[src/soc_pkg.sv]
// windows must be 4 KiB aligned; register offsets are byte offsets within a 4 KiB page
package soc_pkg;

	// word address, byte address bits 31..2
	typedef logic [29:0] bus_addr_t;
	typedef logic [31:0] bus_data_t;
	typedef logic [3:0]  bus_sel_t;
	// byte offset inside one 4 KiB slave page
	typedef logic [11:0] reg_ofs_t;

	typedef struct packed {
		logic      cyc;
		logic      stb;
		logic      we;
		bus_addr_t adr;
		bus_sel_t  sel;
		bus_data_t dat;
	} wb_req_t;

	typedef struct packed {
		logic      ack;
		logic      err;
		bus_data_t dat;
	} wb_rsp_t;

	// byte address map
	localparam logic [31:0] RAM_BASE   = 32'h2000_0000;
	localparam logic [31:0] RAM_SPAN   = 32'h0000_1000;
	localparam logic [31:0] TIMER_BASE = 32'h8000_1000;
	localparam logic [31:0] TIMER_SPAN = 32'h0000_1000;
	localparam logic [31:0] IRQ_BASE   = 32'h8000_2000;
	localparam logic [31:0] IRQ_SPAN   = 32'h0000_1000;

	// timer registers, repeated every TMR_STRIDE bytes
	localparam reg_ofs_t TMR_COUNT_OFS  = 12'h000;
	localparam reg_ofs_t TMR_RELOAD_OFS = 12'h004;
	localparam reg_ofs_t TMR_CTRL_OFS   = 12'h008;
	localparam reg_ofs_t TMR_STRIDE     = 12'h010;

	// interrupt controller registers
	localparam reg_ofs_t IRQ_STATUS_OFS = 12'h000;
	localparam reg_ofs_t IRQ_ENABLE_OFS = 12'h004;
	localparam reg_ofs_t IRQ_CLEAR_OFS  = 12'h008;

endpackage
[src/irq_ctrl.sv]
// NUM_TIMERS from 1 to 8, all sources live in byte lane 0; a pulse beats a same-cycle clear
`timescale 1ns/100ps

module irq_ctrl #(
	parameter int NUM_TIMERS = 4
) (
	input  logic                  clk,
	input  logic                  i_rst_n,
	input  soc_pkg::wb_req_t      i_wb,
	output soc_pkg::wb_rsp_t      o_wb,
	input  logic [NUM_TIMERS-1:0] i_src,
	output logic                  o_irq
);

	logic [NUM_TIMERS-1:0] status_q;
	logic [NUM_TIMERS-1:0] enable_q;
	logic [NUM_TIMERS-1:0] clr;
	soc_pkg::reg_ofs_t     ofs;
	soc_pkg::bus_data_t    rdata;
	soc_pkg::wb_rsp_t      rsp_q;
	logic                  acc;
	logic                  wr;

	assign ofs = soc_pkg::reg_ofs_t'({i_wb.adr, 2'b00} - soc_pkg::IRQ_BASE);
	assign acc = i_wb.cyc & i_wb.stb & ~rsp_q.ack;
	assign wr  = acc & i_wb.we & i_wb.sel[0];
	// write one to clear
	assign clr = (wr && ofs == soc_pkg::IRQ_CLEAR_OFS) ? i_wb.dat[NUM_TIMERS-1:0] : '0;

	always_comb begin
		rdata = '0;
		case (ofs)
			soc_pkg::IRQ_STATUS_OFS: rdata[NUM_TIMERS-1:0] = status_q;
			soc_pkg::IRQ_ENABLE_OFS: rdata[NUM_TIMERS-1:0] = enable_q;
			default:                 rdata = '0;
		endcase
	end

	always_ff @(posedge clk) begin
		if (!i_rst_n) begin
			status_q <= '0;
			enable_q <= '0;
		end else begin
			status_q <= (status_q & ~clr) | i_src;
			if (wr && ofs == soc_pkg::IRQ_ENABLE_OFS) begin
				enable_q <= i_wb.dat[NUM_TIMERS-1:0];
			end
		end
	end

	always_ff @(posedge clk) begin
		if (!i_rst_n) begin
			rsp_q <= '0;
		end else begin
			rsp_q.ack <= acc;
			rsp_q.err <= 1'b0;
			rsp_q.dat <= (acc && !i_wb.we) ? rdata : '0;
		end
	end

	assign o_wb  = rsp_q;
	assign o_irq = |(status_q & enable_q);

endmodule

[config.mk]
export PLATFORM = sky130hd
export DESIGN_NAME = irq_ctrl
export DESIGN_NICKNAME = d
export VERILOG_FILES = /design/src/soc_pkg.sv /design/src/irq_ctrl.sv
export SDC_FILE = /design/constraint.sdc
export NUM_CORES = 1
export LEC_CHECK = 0
export BUFFER_PORTS_ARGS = -buffer_cell sky130_fd_sc_hd__buf_2
export CAP_MARGIN = 20
export CORE_MARGIN = 5
export CORE_UTILIZATION = 30
export CTS_BUF_LIST = sky130_fd_sc_hd__clkbuf_4 sky130_fd_sc_hd__clkbuf_8 sky130_fd_sc_hd__clkbuf_16
export DETAILED_ROUTE_END_ITERATION = 12
export MAX_ROUTING_LAYER = met4
export PLACE_DENSITY = 0.77
export SLEW_MARGIN = 20
export SYNTH_ARGS = -nofsm -noshare
export SYNTH_HDL_FRONTEND = slang
export SYNTH_SLANG_ARGS = --single-unit
[constraint.sdc]
create_clock -name clk -period 1.9 [get_ports clk]
set_clock_uncertainty 0.05 [all_clocks]
set_input_delay 0.38 -clock clk [delete_from_list [all_inputs] [get_ports clk]]
set_output_delay 0.38 -clock clk [all_outputs]
set_load 0.03 [all_outputs]
After elaboration in Yosys (flattened, before gate mapping)
Cells that the tools add are included.
{"block": "totals", "in_bits": 75, "reg_bits": 42}
{"block": "op_classes", "n_mux": 2, "n_eq_ne": 2, "n_addsub": 1, "n_reduce_logical": 7, "n_bitwise": 9}
{"op": "$eq 12x3->1 const B", "n": 1}
{"op": "$eq 12x4->1 const B", "n": 1}
{"op": "$logic_not 12->1", "n": 1}
{"op": "$sub 12x1->12 const B", "n": 1}
{"op": "$and 4x4->4", "n": 2}
{"op": "$pmux 4 s2", "n": 1}
{"op": "$and 1x1->1", "n": 4}
{"op": "$mux 4", "n": 1}
{"op": "$not 4->4", "n": 1}
{"op": "$or 4x4->4", "n": 1}
{"op": "$reduce_or 4->1", "n": 1}
{"op": "$logic_and 1x1->1", "n": 3}
{"op": "$reduce_and 2->1", "n": 1}
{"op": "$logic_not 1->1", "n": 1}
{"op": "$not 1->1", "n": 1}

Logic depth before layout (Yosys ltp)
{"block": "depth", "depth_word": 9, "ltp_mapped": 4, "ltp_nobuf": 3}

Least setup slack after synthesis
Ideal clock, no wire load.
{"block": "synth_timing", "path_kind": "input to register", "startpoint": "input i_wb[45] (netlist name)", "endpoint": "register rsp_q, in the netlist o_wb[0]", "setup_slack_ns": 0.194, "cell_stages": 3, "arrival_ns": 1.592, "n_path_buf": 0, "path_cell_list": "or4_4 or4_4 nor2_1"}
{"block": "synth_via", "elab_chain_cells": 3, "elab_cells_between_ends": 4}
{"element": "start: declaration", "line_no": "irq_ctrl.sv:9", "source": "input soc_pkg::wb_req_t i_wb,"}
{"element": "$sub 12x1->12 (*)", "line_no": "irq_ctrl.sv:24", "source": "assign ofs = soc_pkg::reg_ofs_t'({i_wb.adr, 2'b00} - soc_pkg::IRQ_BASE);"}
{"element": "$eq 12x3->1 or $logic_not 12->1 (tied branches)", "line_no": "irq_ctrl.sv:32", "source": "case (ofs)"}
{"element": "$pmux 4 s2 (*)", "line_no": "irq_ctrl.sv:32"}
{"element": "end: declaration", "line_no": "irq_ctrl.sv:20", "source": "soc_pkg::wb_rsp_t rsp_q;"}
Every way passes the cells marked *; elsewhere a longest branch is shown, timed or not.
A chain may end at the register's enable or synchronous reset.

Worst setup path in the final report
{"block": "layout_timing", "startpoint": "input i_wb[45] (netlist name)", "endpoint": "register rsp_q, in the netlist o_wb[3]"}
Same word-level chain as after synthesis.

==> summary.md <==
| Metric | Value |
|---|---|
| Syn Area/Cell | 8.81 sq um |
| Largest net degree at the start of global routing | 14 |
| Core footprint | 2520 sq um |
| Post-CTS Setup Repair Bufs | 0 |
| Fin crit share | 83.3% |
| Startpoint type of the worst setup path | input pin |
| Num CTS Buffers | 3 |
| Power per cell area | 660 nW/um^2 |
| DR iter-0 viols | 24 |
| Clk sink count | 13 |
| PortBufs | 29 |
| Synth cell types | 17 |
| Final Cell Area | 917 sq um |
| Hold Path Class | input pin to register |
| Starting Density | 31.8% |
| H-Tree Level Count | 1 |
| Worst-Skew Late Latency | 0.28 ns |
| Vias per std cell | 4.07 |
| Number of gates resized after cts | 0 |
| Ant diodes | 0 |
| Register area share after synthesis | 32.4% |
| Root Buffer | clkbuf_4 |
| CTS tree | built |
| Most area-hungry cell type in the Yosys netlist | dfxtp_1 |
| Io pins | 110 |
| HPWL Detailed | 1.29 mm |
| Largest cells by area after synthesis | dfxtp_1, buf_4, mux2i_1 |
| First-pass GRT wire length | 2.23 mm |
| Grt total ovfl | 0 |
| Cell Area, Placed | 887 sq um |
| Worst EP required | 2.06 ns |
| Final nets | 200 |
| Cell with the most instances after synthesis | buf_4 |
| Die height | 61.7 um |
| Clock transition at the registers of the reported paths | 0.08 ns |
| Area of the mapped netlist | 802 sq um |
| Top post-synthesis cells by count | buf_4, dfxtp_1, nand2_1, mux2i_1 |
| Post-synth top area share | 32.4% |
| Vias | 627 |
| Max-Cap Viols | 0 |
| First-pass DRT Iterations | 4 |
| Fin. Hold Viols | 0 |
| YS warnings | 0 |
| Hold buffer count at cts | 0 |
| GR Util All Layers | 8.23% |
| Number of flops mapped to enable cells by yosys | 0 |
| Post-route antenna net violation count | 0 |
| Minimum clock period | 1.58 ns |
| Peak VDD IR | 0.261 mV |
| CP Data Arrival Time | 1.75 ns |
| Setup TNS | 0 ns |
| Post-synth ARST share | 0% |
| P&R area growth vs syn | 14.4% |
| Layout cells sized above 1 | 33.9% |
| Placer Congestion | 0.761 |
| # setup viols final | 0 |
| Leakage | 0.474 nW |
| RSZ-0062 raised after global routing | no |
| Crit path max fanout | 4 |
| Routed wire length | 1.56 mm |
| Maximum clock path buffer count | 2 |
| Fmax | 632 MHz |
| Fin. max-slew vios | 0 |
| Avg WL per Cell | 10.1 um |
| Crit end category | register |
| Cell Rows | 18 |
| Full die area | 3810 sq um |
| Vias in the first global route | 609 |
| Number of synthesized register bits | 13 |
| Initial antenna violation count | 0 |
| Top_reg_cell synth | dfxtp_1 |
| Die Width | 61.7 um |
| Syn Inst Count | 91 |
| Filler Cell Count | 254 |
| Worst setup path class | input pin to register |
| Status | finished clean |
| Remaining DRCs | 0 |
-- through the flow --
step	util, %	std cells	setup WS, ns	hold slack [ns]	power, mW
after detailed placement	35.2	150	0.0265	0.419	0.424
after global routing	36.4	154	0.279	0.239	0.639
after global placement	35.2	150	0.0448	0.408	0.423
after CTS	36.4	154	0.321	0.232	0.612
final	36.4	154	0.317	0.240	0.605
after floorplan	-	119	0.194	0.397	0.438
-- path summary, 6_finish.rpt --
kind	start	to	slack, ns	depth (start not counted)
hold / removal	i_wb[2]	status_q[2]	0.24	2
hold reg to reg	enable_q[3]	enable_q[3]	0.43	2
setup reg to reg	o_wb[33]	o_wb[3]	0.49	3
setup / recovery	i_wb[45]	o_wb[3]	0.32	4
-- per-layer routing --
metal  GRT usage [%]  up-vias  routed length [um]
li1                -      313                   -
met1            8.10      267                 548
met2            14.2       42                 712
met3            1.45        5                 253
met4            6.36        0                  42
met5               -        -                   0
-- critical path, stage by stage --
cell	delay (ns)
buf_2	0.10
or4_4	0.56
or4_4	0.58
nor2_1	0.12
-- flip-flops by register name, indices dropped and copies added, names as in the netlist --
| signal | cells |
|---|---|
| enable_q | 4 |
| o_wb | 5 |
| status_q | 4 |
-- layout make-up --
class	count	area (sq um)	share of cell area, %
clock buffer	4	30.0	3.27
sequential	13	260	28.4
multi-input combinational	70	403	43.9
tap	30	37.5	4.09
timing repair buffer	32	168	18.3
inverter	5	18.8	2.05
-- kinds of logic (layout without fill, tap and decap cells) --
group                  count (synthesis)  count (layout)  share of synthesized area (%)
buffers and inverters                 36              41                           30.4
AND/OR/NAND/NOR                       23              23                           19.2
flip-flops                            13              13                           32.4
AO/OA/AOI/OAI                         10              10                           7.49
multiplexers                           8               8                           9.98
other                                  1              29                          0.468
-- power breakdown --
| part | total [mW] | switching [mW] | internal [mW] |
|---|---|---|---|
| sequential | 0.284 | 0.00478 | 0.279 |
| clock | 0.185 | 0.0894 | 0.0958 |
| combinational | 0.136 | 0.105 | 0.0310 |
-- cell usage in the layout (no fill, tap or decap), types with 2 or more instances in the layout --
master    count
a22oi_1       2
a31oi_1       4
buf_2        29
buf_4         3
clkbuf_4      4
conb_1       29
dfxtp_1      13
inv_1         5
mux2i_1       8
nand2_1       9
nand4b_1      2
nor2_1        5
o21ai_0       4
or4_4         3
Power figures use the tool's default switching activity.
