===== config.mk =====
export PLATFORM = sky130hd
export DESIGN_NAME = timer_block
export DESIGN_NICKNAME = d
export VERILOG_FILES = /design/src/soc_pkg.sv /design/src/timer_block.sv
export SDC_FILE = /design/constraint.sdc
export NUM_CORES = 1
export LEC_CHECK = 0
export BUFFER_PORTS_ARGS = -buffer_cell sky130_fd_sc_hd__buf_2
export CAP_MARGIN = 0
export CORE_MARGIN = 4
export CORE_UTILIZATION = 55
export CTS_BUF_LIST = sky130_fd_sc_hd__clkbuf_8
export DETAILED_ROUTE_END_ITERATION = 8
export GPL_ROUTABILITY_DRIVEN = 1
export MAX_ROUTING_LAYER = met4
export PLACE_DENSITY = 0.81
export SYNTH_ARGS = -nofsm -noshare
export SYNTH_HDL_FRONTEND = slang
export SYNTH_SLANG_ARGS = --single-unit

===== constraint.sdc =====
create_clock -name clk -period 3.4 [get_ports clk]
set_clock_uncertainty 0.2 [all_clocks]
set_input_delay 0.68 -clock clk [delete_from_list [all_inputs] [get_ports clk]]
set_output_delay 0.68 -clock clk [all_outputs]
set_load 0.02 [all_outputs]

===== src/soc_pkg.sv =====
// windows must be 4 KiB aligned; register offsets are byte offsets within a 4 KiB page
package soc_pkg;

	// word address, byte address bits 31..2
	typedef logic [29:0] bus_addr_t;
	typedef logic [31:0] bus_data_t;
	typedef logic [3:0]  bus_sel_t;
	// byte offset inside one 4 KiB slave page
	typedef logic [11:0] reg_ofs_t;

	typedef struct packed {
		logic      cyc;
		logic      stb;
		logic      we;
		bus_addr_t adr;
		bus_sel_t  sel;
		bus_data_t dat;
	} wb_req_t;

	typedef struct packed {
		logic      ack;
		logic      err;
		bus_data_t dat;
	} wb_rsp_t;

	// byte address map
	localparam logic [31:0] RAM_BASE   = 32'h2000_0000;
	localparam logic [31:0] RAM_SPAN   = 32'h0000_1000;
	localparam logic [31:0] TIMER_BASE = 32'h8000_1000;
	localparam logic [31:0] TIMER_SPAN = 32'h0000_1000;
	localparam logic [31:0] IRQ_BASE   = 32'h8000_2000;
	localparam logic [31:0] IRQ_SPAN   = 32'h0000_1000;

	// timer registers, repeated every TMR_STRIDE bytes
	localparam reg_ofs_t TMR_COUNT_OFS  = 12'h000;
	localparam reg_ofs_t TMR_RELOAD_OFS = 12'h004;
	localparam reg_ofs_t TMR_CTRL_OFS   = 12'h008;
	localparam reg_ofs_t TMR_STRIDE     = 12'h010;

	// interrupt controller registers
	localparam reg_ofs_t IRQ_STATUS_OFS = 12'h000;
	localparam reg_ofs_t IRQ_ENABLE_OFS = 12'h004;
	localparam reg_ofs_t IRQ_CLEAR_OFS  = 12'h008;

endpackage

===== src/timer_block.sv =====
// NUM_TIMERS from 1 to 8; count is read only, a write of enable=1 restarts from reload
`timescale 1ns/100ps

module timer_block #(
	parameter int NUM_TIMERS = 4
) (
	input  logic                  clk,
	input  logic                  i_rst_n,
	input  soc_pkg::wb_req_t      i_wb,
	output soc_pkg::wb_rsp_t      o_wb,
	output logic [NUM_TIMERS-1:0] o_tick
);

	localparam int STRIDE_SH = $clog2(soc_pkg::TMR_STRIDE);

	soc_pkg::bus_data_t    count_q  [NUM_TIMERS];
	soc_pkg::bus_data_t    reload_q [NUM_TIMERS];
	logic [NUM_TIMERS-1:0] en_q;
	logic [NUM_TIMERS-1:0] tick_q;
	logic [NUM_TIMERS-1:0] idx_hit;
	soc_pkg::reg_ofs_t     ofs;
	soc_pkg::reg_ofs_t     tmr_idx;
	soc_pkg::reg_ofs_t     reg_ofs;
	soc_pkg::bus_data_t    rdata;
	soc_pkg::wb_rsp_t      rsp_q;
	logic                  valid;
	logic                  acc;
	logic                  wr;

	assign ofs     = soc_pkg::reg_ofs_t'({i_wb.adr, 2'b00} - soc_pkg::TIMER_BASE);
	assign tmr_idx = ofs >> STRIDE_SH;
	assign reg_ofs = ofs & (soc_pkg::TMR_STRIDE - 12'd1);
	assign acc     = i_wb.cyc & i_wb.stb & ~rsp_q.ack & ~rsp_q.err;
	assign valid   = |idx_hit;
	assign wr      = acc & valid & i_wb.we;

	// read mux over the addressed timer, nothing selected past NUM_TIMERS
	always_comb begin
		rdata = '0;
		for (int i = 0; i < NUM_TIMERS; i++) begin
			idx_hit[i] = (tmr_idx == soc_pkg::reg_ofs_t'(i));
			if (idx_hit[i]) begin
				case (reg_ofs)
					soc_pkg::TMR_COUNT_OFS:  rdata = count_q[i];
					soc_pkg::TMR_RELOAD_OFS: rdata = reload_q[i];
					soc_pkg::TMR_CTRL_OFS:   rdata = {31'd0, en_q[i]};
					default:                 rdata = '0;
				endcase
			end
		end
	end

	always_ff @(posedge clk) begin
		for (int i = 0; i < NUM_TIMERS; i++) begin
			if (wr && idx_hit[i] && reg_ofs == soc_pkg::TMR_RELOAD_OFS) begin
				for (int b = 0; b < 4; b++) begin
					if (i_wb.sel[b]) begin
						reload_q[i][8*b +: 8] <= i_wb.dat[8*b +: 8];
					end
				end
			end
		end
	end

	always_ff @(posedge clk) begin
		if (!i_rst_n) begin
			en_q   <= '0;
			tick_q <= '0;
			for (int i = 0; i < NUM_TIMERS; i++) begin
				count_q[i] <= '0;
			end
		end else begin
			for (int i = 0; i < NUM_TIMERS; i++) begin
				tick_q[i] <= 1'b0;
				if (en_q[i]) begin
					if (count_q[i] == '0) begin
						// period is reload + 1 clocks
						count_q[i] <= reload_q[i];
						tick_q[i]  <= 1'b1;
					end else begin
						count_q[i] <= count_q[i] - 32'd1;
					end
				end
				if (wr && idx_hit[i] && reg_ofs == soc_pkg::TMR_CTRL_OFS && i_wb.sel[0]) begin
					en_q[i] <= i_wb.dat[0];
					if (i_wb.dat[0]) begin
						count_q[i] <= reload_q[i];
					end
				end
			end
		end
	end

	always_ff @(posedge clk) begin
		if (!i_rst_n) begin
			rsp_q <= '0;
		end else begin
			rsp_q.ack <= acc & valid;
			rsp_q.err <= acc & ~valid;
			rsp_q.dat <= (acc && valid && !i_wb.we) ? rdata : '0;
		end
	end

	assign o_wb   = rsp_q;
	assign o_tick = tick_q;

endmodule


Word level (Yosys, flattened, before mapping) --
Memories as Yosys holds them, arrays and structs flattened. Index checks and enable logic that the tools add are counted.
Cells by class: add/subtract/negate cells 5, $mul 0, div/mod/pow operators 0, order comparisons 0, eq/ne operators 5, shift-type cells 0, mux-type cells 111, bitwise operators 21, reductions and logical operators 30
Operators by type and width (number):
- $mux W32 | 19
- $pmux W32 S3 | 4
- $logic_not A32 Y1 | 4
- $sub A32 B1 Y32 const B | 4
- $reduce_or A32 Y1 | 3
- $mux W1 | 82
- $logic_not A12 Y1 | 2
- $logic_and A1 B1 Y1 | 18
- $eq A8 B2 Y1 const B | 2
- $mux W4 | 3
- $or A1 B1 Y1 | 12
- $sub A12 B1 Y12 const B | 1
- $eq A8 B1 Y1 const B | 1
- $and A1 B1 Y1 | 6
- $mux W2 | 3
- $eq A4 B3 Y1 const B | 1
- $eq A4 B4 Y1 const B | 1
- $reduce_or A4 Y1 | 1
- $not A1 Y1 | 3
- $reduce_and A2 Y1 | 1
- $logic_not A1 Y1 | 1
Storage, ports and cells: bits in registers 42, latch bits 0, RAM bits 256, memory bits (read-only) 0, input bits 71, output and inout bits 38, logic and storage cells 182, memories 2
Memories:
- count_q | words 4, bits a word 32, read ports 4, clocked after memory_dff 0, write ports 4, line timer_block.sv:16 | soc_pkg::bus_data_t count_q [NUM_TIMERS];
- reload_q | words 4, bits a word 32, read ports 4, clocked after memory_dff 0, write ports 1, line timer_block.sv:17 | soc_pkg::bus_data_t reload_q [NUM_TIMERS];

Depth between registers and ports, before layout --
word-level depth 13, mapped depth 10, mapped depth without buffers 7

Worst setup path before layout --
OpenSTA, ideal clock, no wires.
path type input -> register, start point input i_wb[43] (netlist bit), end point memory count_q[0][0] (netlist bit), enable pin, library setup time 0.389 ns, arrival time 2.917 ns, required time 2.811 ns, setup slack -0.106 ns, cell stages on the path 6, buffers on the path 2, cell sequence nor4_1 -> and2_1 -> clkbuf_1 -> a32oi_1 -> clkbuf_1 -> nand2_1
RTL lines:
- start, declared | line timer_block.sv:9 | input soc_pkg::wb_req_t i_wb,
- end, declared | line timer_block.sv:16

==> impl_metrics.py <==
metrics = {
    "grt": {
        "antenna_found_initial": 0,
        "overflow": 0,
        "grtUsageMet3": 0.0505,
        "grtUsageTotal": 0.300,
        "globalRouteMet2Util": 0.461,
        "grt_pass1_wl_mm": 70.2,
        "grt_max_degree": 75,
        "top_usage_layer": "met2",
        "use_met1": 0.398,
        "grt_pass1_vias": 12100,
    },
    "routing": {
        "drcViolationCount": 0,
        "ant_nets": 0,
        "routedWlPerCell_um": 24.7,
        "vias": 12600,
        "drt_iter0_markers": 1797,
        "firstDrtPassIters": 5,
        "wirelength_mm": 46.6,
        "viasPerCell": 6.67,
    },
    "cts": {
        "root_buffer": "clkbuf_8",
        "clk_path_buf_depth": 3,
        "cts_made_buffers": 48,
        "clkTransAtPathRegs_ns": 0.07,
        "post_cts_buffers": 0,
        "h-tree-depth": 2,
        "cts.sinks": 298,
        "clock_latency_ns": 0.58,
        "hold_buffers": 0,
        "cts_tree": "done",
        "cts_resized": 0,
    },
    "logic_synthesis": {
        "yosysSeqAreaShare": 0.547,
        "synth_ff_type": "edfxtp_1",
        "yosys-top-cells-area": "edfxtp_1, dfxtp_1, mux2i_1",
        "yosysWarnings": 0,
        "synth_area_leader_cell": "edfxtp_1",
        "synth-seq-cells": 298,
        "syn_inst": 1347,
        "synth_fp_nets": 1426,
        "yosysMostFrequentCell": "edfxtp_1",
        "yosysTopAreaCellShare": 0.493,
        "synth_edf_count": 256,
        "async_reset_ff_frac": 0,
        "netlist_area_um2": 15600,
        "yosysUniqueCellTypes": 55,
        "postSynthAreaPerCell_um2": 11.6,
        "synthTopCellsByCount": "edfxtp_1, a21oi_1, xnor2_1, mux2i_1, nor2_1",
    },
    "timing": {
        "finalSetupViolCount": 0,
        "fmax_ghz": 0.315,
        "relSlewSlack": 0.0960,
        "hold_viol_final": 0,
        "setup_ws_ns": 0.225,
        "rsz0062_at_grt": "no",
        "min_period_ns": 3.18,
        "fin_tns_setup_ns": 0,
        "period_share": 0.934,
        "slew_viol_final": 0,
        "tightestPinTransition_ns": 1.35,
    },
    "setup_path": {
        "r2r-start": "count_q[1][17]$_SDFFCE_PN0P_",
        "rr_endpoint": "count_q[1][4]$_SDFFCE_PN0P_",
        "worstPathMaxFanout": 21,
        "ff2ff_setup_slack_ns": 0.22,
        "worstSetupEndpointType": "register",
        "ff2ff_path_depth": 6,
        "path_class": "reg2reg",
        "arrival_ns": 3.37,
        "worstPathRequired_ns": 3.59,
        "start_kind": "register",
    },
    "job": {
        "cap_violations": 0,
    },
    "worst_hold_path": {
        "min_from": "i_wb[6]",
        "hold_path_end": "reload_q[2][6]$_DFFE_PP_",
        "whs_path_depth": 1,
        "hold_path.class": "in2reg",
    },
    "layout": {
        "syn2layout_area_growth_pct": 15.4,
        "fin_nets": 1548,
        "drive_gt1_frac": 0.207,
        "antennaDiodeCount": 0,
        "instances_no_fill": 1887,
    },
    "floorplan": {
        "die_h_um": 176,
        "fp-row-count": 61,
        "die_area_um2": 31100,
        "core_um2": 27900,
        "die_w_um": 176,
        "ioPinCount": 109,
        "initial_core_util": 0.559,
    },
    "pwr": {
        "leakage_uw": 0.00611,
        "swShare": 0.237,
        "ir_drop_mv": 0.359,
        "internal_power_uw": 5910,
        "pwr-share-clk": 0.414,
        "pwr-share-comb": 0.059,
        "switchingPower_uw": 1840,
        "power.density_nw_per_um2": 431,
        "seq_power_share": 0.527,
    },
    "placement": {
        "place_ws_ns": -0.0936,
        "gp_congestion": 0.982,
        "hpwl_mm": 32.8,
        "io_buffers": 88,
        "placed_cells": 1797,
    },
    "status": {
        "status": "finished clean",
    },
}
-- worst max-delay path by stage --
stage	startpoint	cells past startpoint	slack, ns	endpoint
finish	count_q[1][17]$_SDFFCE_PN0P_	6	0.22	count_q[1][4]$_SDFFCE_PN0P_
global route	count_q[0][15]$_SDFFCE_PN0P_	6	0.12	count_q[0][0]$_SDFFCE_PN0P_
CTS	count_q[1][17]$_SDFFCE_PN0P_	6	0.19	count_q[1][8]$_SDFFCE_PN0P_
detailed placement	i_wb[67]	7	-0.09	count_q[2][7]$_SDFFCE_PN0P_
global placement	i_wb[67]	7	-0.02	count_q[2][12]$_SDFFCE_PN0P_
floorplan	i_wb[36]	7	0.09	count_q[1][0]$_SDFFCE_PN0P_
-- layer usage --
metal  part of all wire  vias up
li1                   -     5534
met3              0.098      139
met1               0.39     6085
met4              0.048        0
met5                  0        -
met2               0.46      830
-- through the flow --
stage | utilization | hold WS [ns] | total power [µW] | cell area (µm²)
after CTS | 0.646 | 0.135 | 7770 | 18000
after global routing | 0.646 | 0.142 | 7980 | 18000
after detailed placement | 0.610 | 0.332 | 4600 | 17000
after floorplan | - | 0.251 | 4400 | 15600
after global placement | 0.610 | 0.300 | 4590 | 17000
final | 0.646 | 0.157 | 7760 | 18000
-- logic make-up (layout without fill, tap and decap cells) --
kind of cell | after synthesis | count (layout) | synth area share
AO/OA/AOI/OAI | 371 | 371 | 0.159
XOR/XNOR | 111 | 111 | 0.0624
adder cells (fa/ha/maj) | 8 | 8 | 0.00642
buffers and inverters | 105 | 267 | 0.0274
flip-flops | 298 | 298 | 0.547
multiplexers | 128 | 128 | 0.0860
AND/OR/NAND/NOR | 326 | 326 | 0.112
-- critical path, stage by stage, from the launching register on --
cell,delay (ns)
edfxtp_1,0.49
nor4_2,0.46
nand4_1,0.37
nor4_1,0.61
nor2_2,0.35
buf_4,0.28
a211oi_1,0.22
-- power groups by stage --
stage          logic (µW)  registers, µW  clock network (µW)
6_report              454           4090                3210
5_1_grt               477           4090                3410
4_1_cts               446           4090                3230
3_5_place_dp          442           4160                   0
3_3_place_gp          433           4160                   0
2_1_floorplan         259           4140                   0
-- flip-flops by register name, indices dropped and copies added, names as in the netlist --
name      cells
count_q     128
reload_q    128
o_wb         34
en_q          4
o_tick        4
-- layout by cell type (no fill, tap or decap), types with 43 or more instances in the layout --
cell      netlist  routed
buf_4           0      59
mux2_2         47      47
nor3_1         50      49
nor2_1         79      77
buf_2           2      87
nor4_1         44      43
edfxtp_1      256     256
xnor2_1        87      87
clkbuf_8        0      52
a21oi_1       123     122
mux2i_1        81      81
a211oi_1       74      74
-- area by class of cell --
type,instances,area [µm²]
tap,378,473
clock inverter,38,268
timing repair buffer,166,1270
clock buffer,52,716
multi-input combinational,944,6690
fill,2157,9870
inverter,11,41.3
sequential,298,8530
(Power assumes the default switching activity.)
