## src/soc_pkg.sv

```systemverilog
// windows must be 4 KiB aligned; register offsets are byte offsets within a 4 KiB page
package soc_pkg;

	// word address, byte address bits 31..2
	typedef logic [29:0] bus_addr_t;
	typedef logic [31:0] bus_data_t;
	typedef logic [3:0]  bus_sel_t;
	// byte offset inside one 4 KiB slave page
	typedef logic [11:0] reg_ofs_t;

	typedef struct packed {
		logic      cyc;
		logic      stb;
		logic      we;
		bus_addr_t adr;
		bus_sel_t  sel;
		bus_data_t dat;
	} wb_req_t;

	typedef struct packed {
		logic      ack;
		logic      err;
		bus_data_t dat;
	} wb_rsp_t;

	// byte address map
	localparam logic [31:0] RAM_BASE   = 32'h2000_0000;
	localparam logic [31:0] RAM_SPAN   = 32'h0000_1000;
	localparam logic [31:0] TIMER_BASE = 32'h8000_1000;
	localparam logic [31:0] TIMER_SPAN = 32'h0000_1000;
	localparam logic [31:0] IRQ_BASE   = 32'h8000_2000;
	localparam logic [31:0] IRQ_SPAN   = 32'h0000_1000;

	// timer registers, repeated every TMR_STRIDE bytes
	localparam reg_ofs_t TMR_COUNT_OFS  = 12'h000;
	localparam reg_ofs_t TMR_RELOAD_OFS = 12'h004;
	localparam reg_ofs_t TMR_CTRL_OFS   = 12'h008;
	localparam reg_ofs_t TMR_STRIDE     = 12'h010;

	// interrupt controller registers
	localparam reg_ofs_t IRQ_STATUS_OFS = 12'h000;
	localparam reg_ofs_t IRQ_ENABLE_OFS = 12'h004;
	localparam reg_ofs_t IRQ_CLEAR_OFS  = 12'h008;

endpackage
```

## src/bus_decoder.sv

```systemverilog
// single master only; the address must stay stable until ack or err, unmapped strobes get err
`timescale 1ns/100ps

module bus_decoder (
	input  logic             clk,
	input  logic             i_rst_n,
	input  soc_pkg::wb_req_t i_wb,
	output soc_pkg::wb_rsp_t o_wb,
	output soc_pkg::wb_req_t o_ram_req,
	output soc_pkg::wb_req_t o_tmr_req,
	output soc_pkg::wb_req_t o_irq_req,
	input  soc_pkg::wb_rsp_t i_ram_rsp,
	input  soc_pkg::wb_rsp_t i_tmr_rsp,
	input  soc_pkg::wb_rsp_t i_irq_rsp
);

	function automatic logic in_window(soc_pkg::bus_addr_t adr, logic [31:0] base,
					   logic [31:0] span);
		logic [31:0] byte_adr;
		byte_adr = {adr, 2'b00};
		return (byte_adr >= base) && ((byte_adr - base) < span);
	endfunction

	logic             ram_hit;
	logic             tmr_hit;
	logic             irq_hit;
	logic             strobe;
	logic             dflt_err_q;
	soc_pkg::wb_rsp_t sel_rsp;

	assign ram_hit = in_window(i_wb.adr, soc_pkg::RAM_BASE, soc_pkg::RAM_SPAN);
	assign tmr_hit = in_window(i_wb.adr, soc_pkg::TIMER_BASE, soc_pkg::TIMER_SPAN);
	assign irq_hit = in_window(i_wb.adr, soc_pkg::IRQ_BASE, soc_pkg::IRQ_SPAN);
	assign strobe  = i_wb.cyc & i_wb.stb;

	// each slave sees the whole request, only cyc and stb are qualified
	always_comb begin
		o_ram_req     = i_wb;
		o_ram_req.cyc = i_wb.cyc & ram_hit;
		o_ram_req.stb = i_wb.stb & ram_hit;
		o_tmr_req     = i_wb;
		o_tmr_req.cyc = i_wb.cyc & tmr_hit;
		o_tmr_req.stb = i_wb.stb & tmr_hit;
		o_irq_req     = i_wb;
		o_irq_req.cyc = i_wb.cyc & irq_hit;
		o_irq_req.stb = i_wb.stb & irq_hit;
	end

	// default responder, one err per strobe so the master never stalls
	always_ff @(posedge clk) begin
		if (!i_rst_n) begin
			dflt_err_q <= 1'b0;
		end else begin
			dflt_err_q <= strobe & ~(ram_hit | tmr_hit | irq_hit) & ~dflt_err_q;
		end
	end

	always_comb begin
		if (ram_hit) begin
			sel_rsp = i_ram_rsp;
		end else if (tmr_hit) begin
			sel_rsp = i_tmr_rsp;
		end else if (irq_hit) begin
			sel_rsp = i_irq_rsp;
		end else begin
			sel_rsp = '{ack: 1'b0, err: dflt_err_q, dat: '0};
		end
		o_wb     = sel_rsp;
		o_wb.dat = sel_rsp.err ? '0 : sel_rsp.dat;
	end

endmodule

```

## config.mk

```make
export PLATFORM = sky130hd
export DESIGN_NAME = bus_decoder
export DESIGN_NICKNAME = d
export VERILOG_FILES = /design/src/soc_pkg.sv /design/src/bus_decoder.sv
export SDC_FILE = /design/constraint.sdc
export NUM_CORES = 1
export LEC_CHECK = 0
export ABC_AREA = 1
export BUFFER_PORTS_ARGS = -buffer_cell sky130_fd_sc_hd__buf_2
export CORE_AREA = 2 2 159 161
export DETAILED_ROUTE_END_ITERATION = 12
export DIE_AREA = 0 0 161 163
export SKIP_CTS_REPAIR_TIMING = 1
export SLEW_MARGIN = 25
export SYNTH_ARGS = -nofsm -noshare
export SYNTH_HDL_FRONTEND = slang
export SYNTH_SLANG_ARGS = --single-unit
```

## constraint.sdc

```tcl
create_clock -name clk -period 4.81 [get_ports clk]
set_clock_uncertainty 0.05 [all_clocks]
set_input_delay 0 -clock clk [delete_from_list [all_inputs] [get_ports clk]]
set_output_delay 0 -clock clk [all_outputs]
set_load 0.01 [all_outputs]
```

; After elaboration in Yosys (flattened, before gate mapping)
; Index checks and enable logic that the tools add are counted.
[op_classes]
reduce_logical = 3
mux = 4
addsub = 3
n_lt_le_gt_ge = 6
bitwise_logic = 13
[ops]
columns = cell, count
row1 = $mux 34, 3
row2 = $lt 32x13->1 const B, 3
row3 = $ge 32x32->1 const B, 2
row4 = $sub 32x32->32 const B, 2
row5 = $ge 32x30->1 const B, 1
row6 = $mux 32, 1
row7 = $sub 32x30->32 const B, 1
row8 = $and 1x1->1, 9
row9 = $logic_and 1x1->1, 3
row10 = $not 1->1, 2
row11 = $or 1x1->1, 2
[word_totals]
inputBits = 173
reg_bits = 1
elab_cells = 30

; Depth between registers and ports, before layout
; Gate-level depths: netlist (run 1).
[logic_depth]
ltp_word = 8
mapped_depth = 20

; Worst setup path before layout (run 1)
; No wires, ideal clock.
[synth_timing]
kind = in2out
from = input i_wb[47] (netlist bit)
to = output o_wb[13] (netlist bit)
setup_slack_ps = 2849
t_arrival_ps = 1911
n_path_buf = 2
stages = 17
path_cell_list = inv_1 > ha_1 > buf_2 > inv_1 > nor2_2 > inv_1 > nor2_1 > nand2_1 > nand4_1 > nor2_1 > nand2_1 > inv_1 > nand2_2 > clkbuf_1 > o21ai_0 > a21oi_1 > nor2_2
[synth_lines]
columns = element, line
row1 = from (decl), bus_decoder.sv:7  ; input soc_pkg::wb_req_t i_wb,
row2 = to (decl), bus_decoder.sv:8  ; output soc_pkg::wb_rsp_t o_wb,

==> metrics, run 1 <==
DRC=0; Post-Syn Area=approximately 4300 um2; router iterations before antenna repair=5; Ys Warns=0; post-synth top area cell=buf_4; Initial Util=around 18%; crit path cell chain=buf_2 > inv_1 > ha_1 > inv_1 > nor2_2 > nand3_1 > nand2_1 > nand2_1 > nor2_1 > nand3_1 > nor2_4 > a21oi_1 > nand2_1 > nand2_4 > nor2_1 > buf_2; max_cap viols=0; Final Cycle Share=between 60% and 70%; Largest delay share family, worst path=simple AND/OR/NAND/NOR gates; Die X-Extent=about 160 um; post-synth cell types=29; slowest CP cell=nor2_4; highest clock rate=between 300 and 400 MHz; Area Overhead vs Synth=9.68%; Hold Path Class=in -> out; Slew Limit Fails=0; Lkg Pwr=2.75 nW; Max rail drop VDD=around 0.000025 V; Skew-Pair Late Insertion Delay=0 ns; Top Registers=dflt_err_q: 1 flops; PD cells=a little over 60 nW/um2; Min Hold Slack=0.230 ns; critical path required time=around 4.8 ns; die area=between 20,000 and 30,000 um2; FF+latch area=between 20 and 25 um2; Async SR Flop Fraction=0%; crit path kind=in -> out; status=finished, final reports clean; Boundary Pins=414; Avg Inst Size Synth=around 5.3 um2; routed vias/inst=about 4.0; area of the multi-input gates=about 2300 um2; largest net degree at the start of global routing=39; final wirelength=approximately 16,000 um; area share of the largest cell type after synthesis=between 30% and 40%; number of flip-flops under the largest register name=1; overall routing resource usage=between 10% and 20%; Setup WS post-layout=~1.5 ns; Core Area=approximately 25,000 um2; Post-Syn Instances=between 800 and 900; antenna violations before repair=1; IO Port Bufs=around 230; Top FF cell, synth=dfxtp_1; CP Buf/Inv Count=4; Hold Vio Cnt, Final=0; Post-DRT Antenna Nets=0; Fillers=around 2,900; ranking of synthesized cells by area=buf_4, nand2_1, inv_1, nor2_1, nand3_1; register area share after synthesis=0.461%; final setup violation count=0; count leader, synth=nand2_1; Worst setup SP type=input port; global route overflow=0; die height=between 150 and 200 um; Slew @ Worst Pin=between 0.8 and 0.9 ns; Slew HR=41.6%; layout cells sized above 1=~33%; Crit. End Element=primary output; average wire per standard cell=about 13 um; worst stage delay on the critical path=0.68 ns; Iter 0 DRT Violations=333; syn_nets=roughly 1,000; list of most frequent post-synthesis cells=nand2_1, buf_4, inv_1, nor2_1, nand3_1; TNS Setup=0 ns; Post-synth EDFFs=0; Tmin final=3.32 ns; nets=about 1,100; CP dominant cell by count=nand2_1; RSZ-0062 raised after global routing=false; vias in the first global route=4,031; Data arrival, critical path=~3.3 ns; GP Congestion=about 0.89; Cell Rows=58; setup slack at placement=1.47 ns; CP Max Fanout=34; Biggest register=dflt_err_q; routed vias=4,834; Detailed Place HPWL=between 10,000 and 15,000 um; global-route wire length before repair=between 20,000 and 25,000 um; synthesized flop and latch total=1
-- routing by layer --
metal  GRT usage (%)  wire length, um
met2            16.6             7590
met3            2.14             1170
met1            13.7             6830
met5               0                0
met4            3.81              103
-- cells in the final DEF, fill, tap and decap left out, types with 17 or more instances in the layout --
cell type	count
nor2_2	26
inv_1	108
buf_2	225
or2_2	17
o21ai_0	22
nand2_1	209
nor2_1	88
dlygate4sd3_1	47
nand3_1	54
a21oi_1	21
-- power by group --
group	leakage, nW	internal [mW]	total (mW)	switching, mW
Sequential	0.00820	0.00880	0.00887	0.0000652
Combinational	2.74	0.104	0.279	0.175
Clock	0.00000634	0.000000559	0.000000559	0
-- kinds of logic (layout without fill, tap and decap cells) --
group | count (synthesis) | after routing | share of synthesized area, %
AOI/OAI and AO/OA | 48 | 48 | 5.65
DFF | 1 | 1 | 0.461
buffers and inverters | 328 | 382 | 46.5
adders and majority gates | 3 | 3 | 0.865
and+or+nand+nor | 431 | 431 | 44.7
other | 0 | 1 | 0
xor gates and xnor gates | 9 | 9 | 1.82
-- path summary, 6_finish.rpt --
check,startpoint,end,slack (ns),cells past startpoint
setup / recovery,i_wb[47],o_wb[28],1.49,16
hold reg to reg,dflt_err_q,dflt_err_q,0.45,3
setup reg to reg,dflt_err_q,dflt_err_q,4.12,3
hold / removal,i_wb[53],o_tmr_req[53],0.23,2
-- stage by stage --
step | utilization (%) | total power, mW | instance area (um2) | std cells
3_5_place_dp | 17.4 | 0.205 | 4290 | 1157
5_1_grt | 19.3 | 0.313 | 4760 | 1204
4_1_cts | 17.4 | 0.206 | 4290 | 1157
2_1_floorplan | - | 0.251 | 4340 | 820
6_report | 19.3 | 0.287 | 4760 | 1205
3_3_place_gp | 17.4 | 0.204 | 4290 | 1157
-- cell type report --
type	instances	area share, %
multi-input combinational	491	48.5
timing repair buffer	274	33.8
antenna	1	0.0525
tap	330	8.67
sequential	1	0.420
inverter	108	8.51
Note: power is estimated with default switching activity, not from simulation.
==> run 2: changes to the inputs <==
- CORE_AREA: 2 2 159 161 -> 2 2 162 164
- DIE_AREA: 0 0 161 163 -> 0 0 164 166
- clock period: 4.81 -> 2.7 ns (I/O delays scaled with it)
==> metrics, run 2 (synthesis results as in run 1) <==
highest clock rate=399 MHz; crit path cell chain=buf_2 > clkinvlp_4 > ha_4 > inv_1 > nor2_2 > buf_4 > nand2_1 > nand3_1 > nor2_1 > nand3_1 > nor2_1 > nand2_1 > nor2_4 > a21oi_1 > nand2_1 > nand2_4 > buf_12 > nor2_2 > buf_2; Total Power=0.528 mW; Tmin final=roughly 2.5 ns; TNS Setup=0 ns; Die X-Extent=164 um; average wire per standard cell=about 14 um; nets=1,072; Hold Vio Cnt, Final=0; critical path required time=between 2 and 3 ns; RSZ-0062 raised after global routing=false; Initial Util=approximately 17%; R2R setup slack=slightly above 2 ns; RR Endpoint=dflt_err_q; GP Congestion=0.897; # diodes=0; Hold Path Sink=o_irq_req[64]; router iterations before antenna repair=5; CP dominant cell by count=nand2_1; Final Util=between 10% and 20%; max_cap viols=0; Data arrival, critical path=2.45 ns; Hold Path Class=in -> out; Slew HR=71.6%; Detailed Place HPWL=between 10,000 and 15,000 um; area of the multi-input gates=about 2300 um2; Slew @ Worst Pin=between 0.4 and 0.5 ns; reg2reg start=dflt_err_q; Final Cycle Share=roughly 93%; DRC=0; Post-DP Area=around 4500 um2; number of flip-flops under the largest register name=1; antenna violations before repair=1; Core Area=between 20,000 and 30,000 um2; routed vias=around 4,900; layout cells sized above 1=35.0%; CP Buf/Inv Count=6; crit path kind=in -> out; overall routing resource usage=11.2%; final wirelength=16,800 um; commonest non-fill, non-tap cell in the layout=buf_2; final instance area=between 5000 and 6000 um2; global route overflow=0; Worst setup SP type=input port; Fillers=approximately 3,000; r2r worst-path depth=3; Setup WS post-layout=between 0.15 and 0.2 ns; worst stage delay on the critical path=~0.24 ns; Lkg Pwr=roughly 2.9 nW; Top Registers=dflt_err_q: 1 flops; Crit. End Element=primary output; die height=roughly 170 um; Hold Path Stages=2; status=finished, final reports clean; Boundary Pins=around 410; PD cells=around 110 nW/um2; Cell Rows=59; CP Max Fanout=12; Post-DRT Antenna Nets=0; vias in the first global route=about 4,300; Slew Limit Fails=0; Iter 0 DRT Violations=approximately 290; Largest delay share family, worst path=simple AND/OR/NAND/NOR gates; most frequent cells in the layout=buf_2, nand2_1, inv_1; global-route wire length before repair=24,000 um; Area Overhead vs Synth=15.4%; routed vias/inst=just under 4; Skew-Pair Late Insertion Delay=0 ns; largest net degree at the start of global routing=34; final setup violation count=0; slowest CP cell=ha_4; Biggest register=dflt_err_q; IO Port Bufs=225; setup slack at placement=0.00824 ns; min-delay src=i_wb[64]; FF+latch area=~20 um2; Max rail drop VDD=0.0000450 V; die area=between 20,000 and 30,000 um2
==> run 2: through the flow <==
step	hold slack, ns	cells
3_3_place_gp	-0.0499	1182
6_report	0.226	1229
3_5_place_dp	-0.0499	1182
2_1_floorplan	0.0418	820
4_1_cts	-0.0499	1182
5_1_grt	0.240	1229
==> run 2: worst max path at each step <==
stage                   from       end  slack [ns]  cells past startpoint
floorplan           i_wb[47]  o_wb[13]        0.74                     17
global placement    i_wb[47]   o_wb[1]        0.06                     16
detailed placement  i_wb[47]   o_wb[1]       0.008                     16
CTS                 i_wb[47]   o_wb[1]       0.008                     16
global route        i_wb[47]  o_wb[24]        0.02                     20
finish              i_wb[47]   o_wb[3]        0.20                     19
==> run 2: cell type report <==
type                    instances  share of cell area, %
inverters                     108                   8.17
well taps                     335                   8.37
multi-input cells             491                   46.6
repair buffers                294                   36.5
flip-flops and latches          1                  0.400
==> run 2: routing by layer <==
| layer | routed length, um | vias up | track usage (%) |
|---|---|---|---|
| li1 | - | 2435 | - |
| met1 | 7440 | 2152 | 14.9 |
| met2 | 8110 | 260 | 18.3 |
| met3 | 1160 | 4 | 1.47 |
| met4 | 44 | 2 | 4.20 |
| met5 | 13 | - | 0 |
==> run 2: report_power, final <==
group          total (mW)  internal, mW  switching [mW]
logic               0.512         0.197           0.315
registers          0.0158        0.0157        0.000126
clock network           0             0               0
total               0.528         0.213           0.315
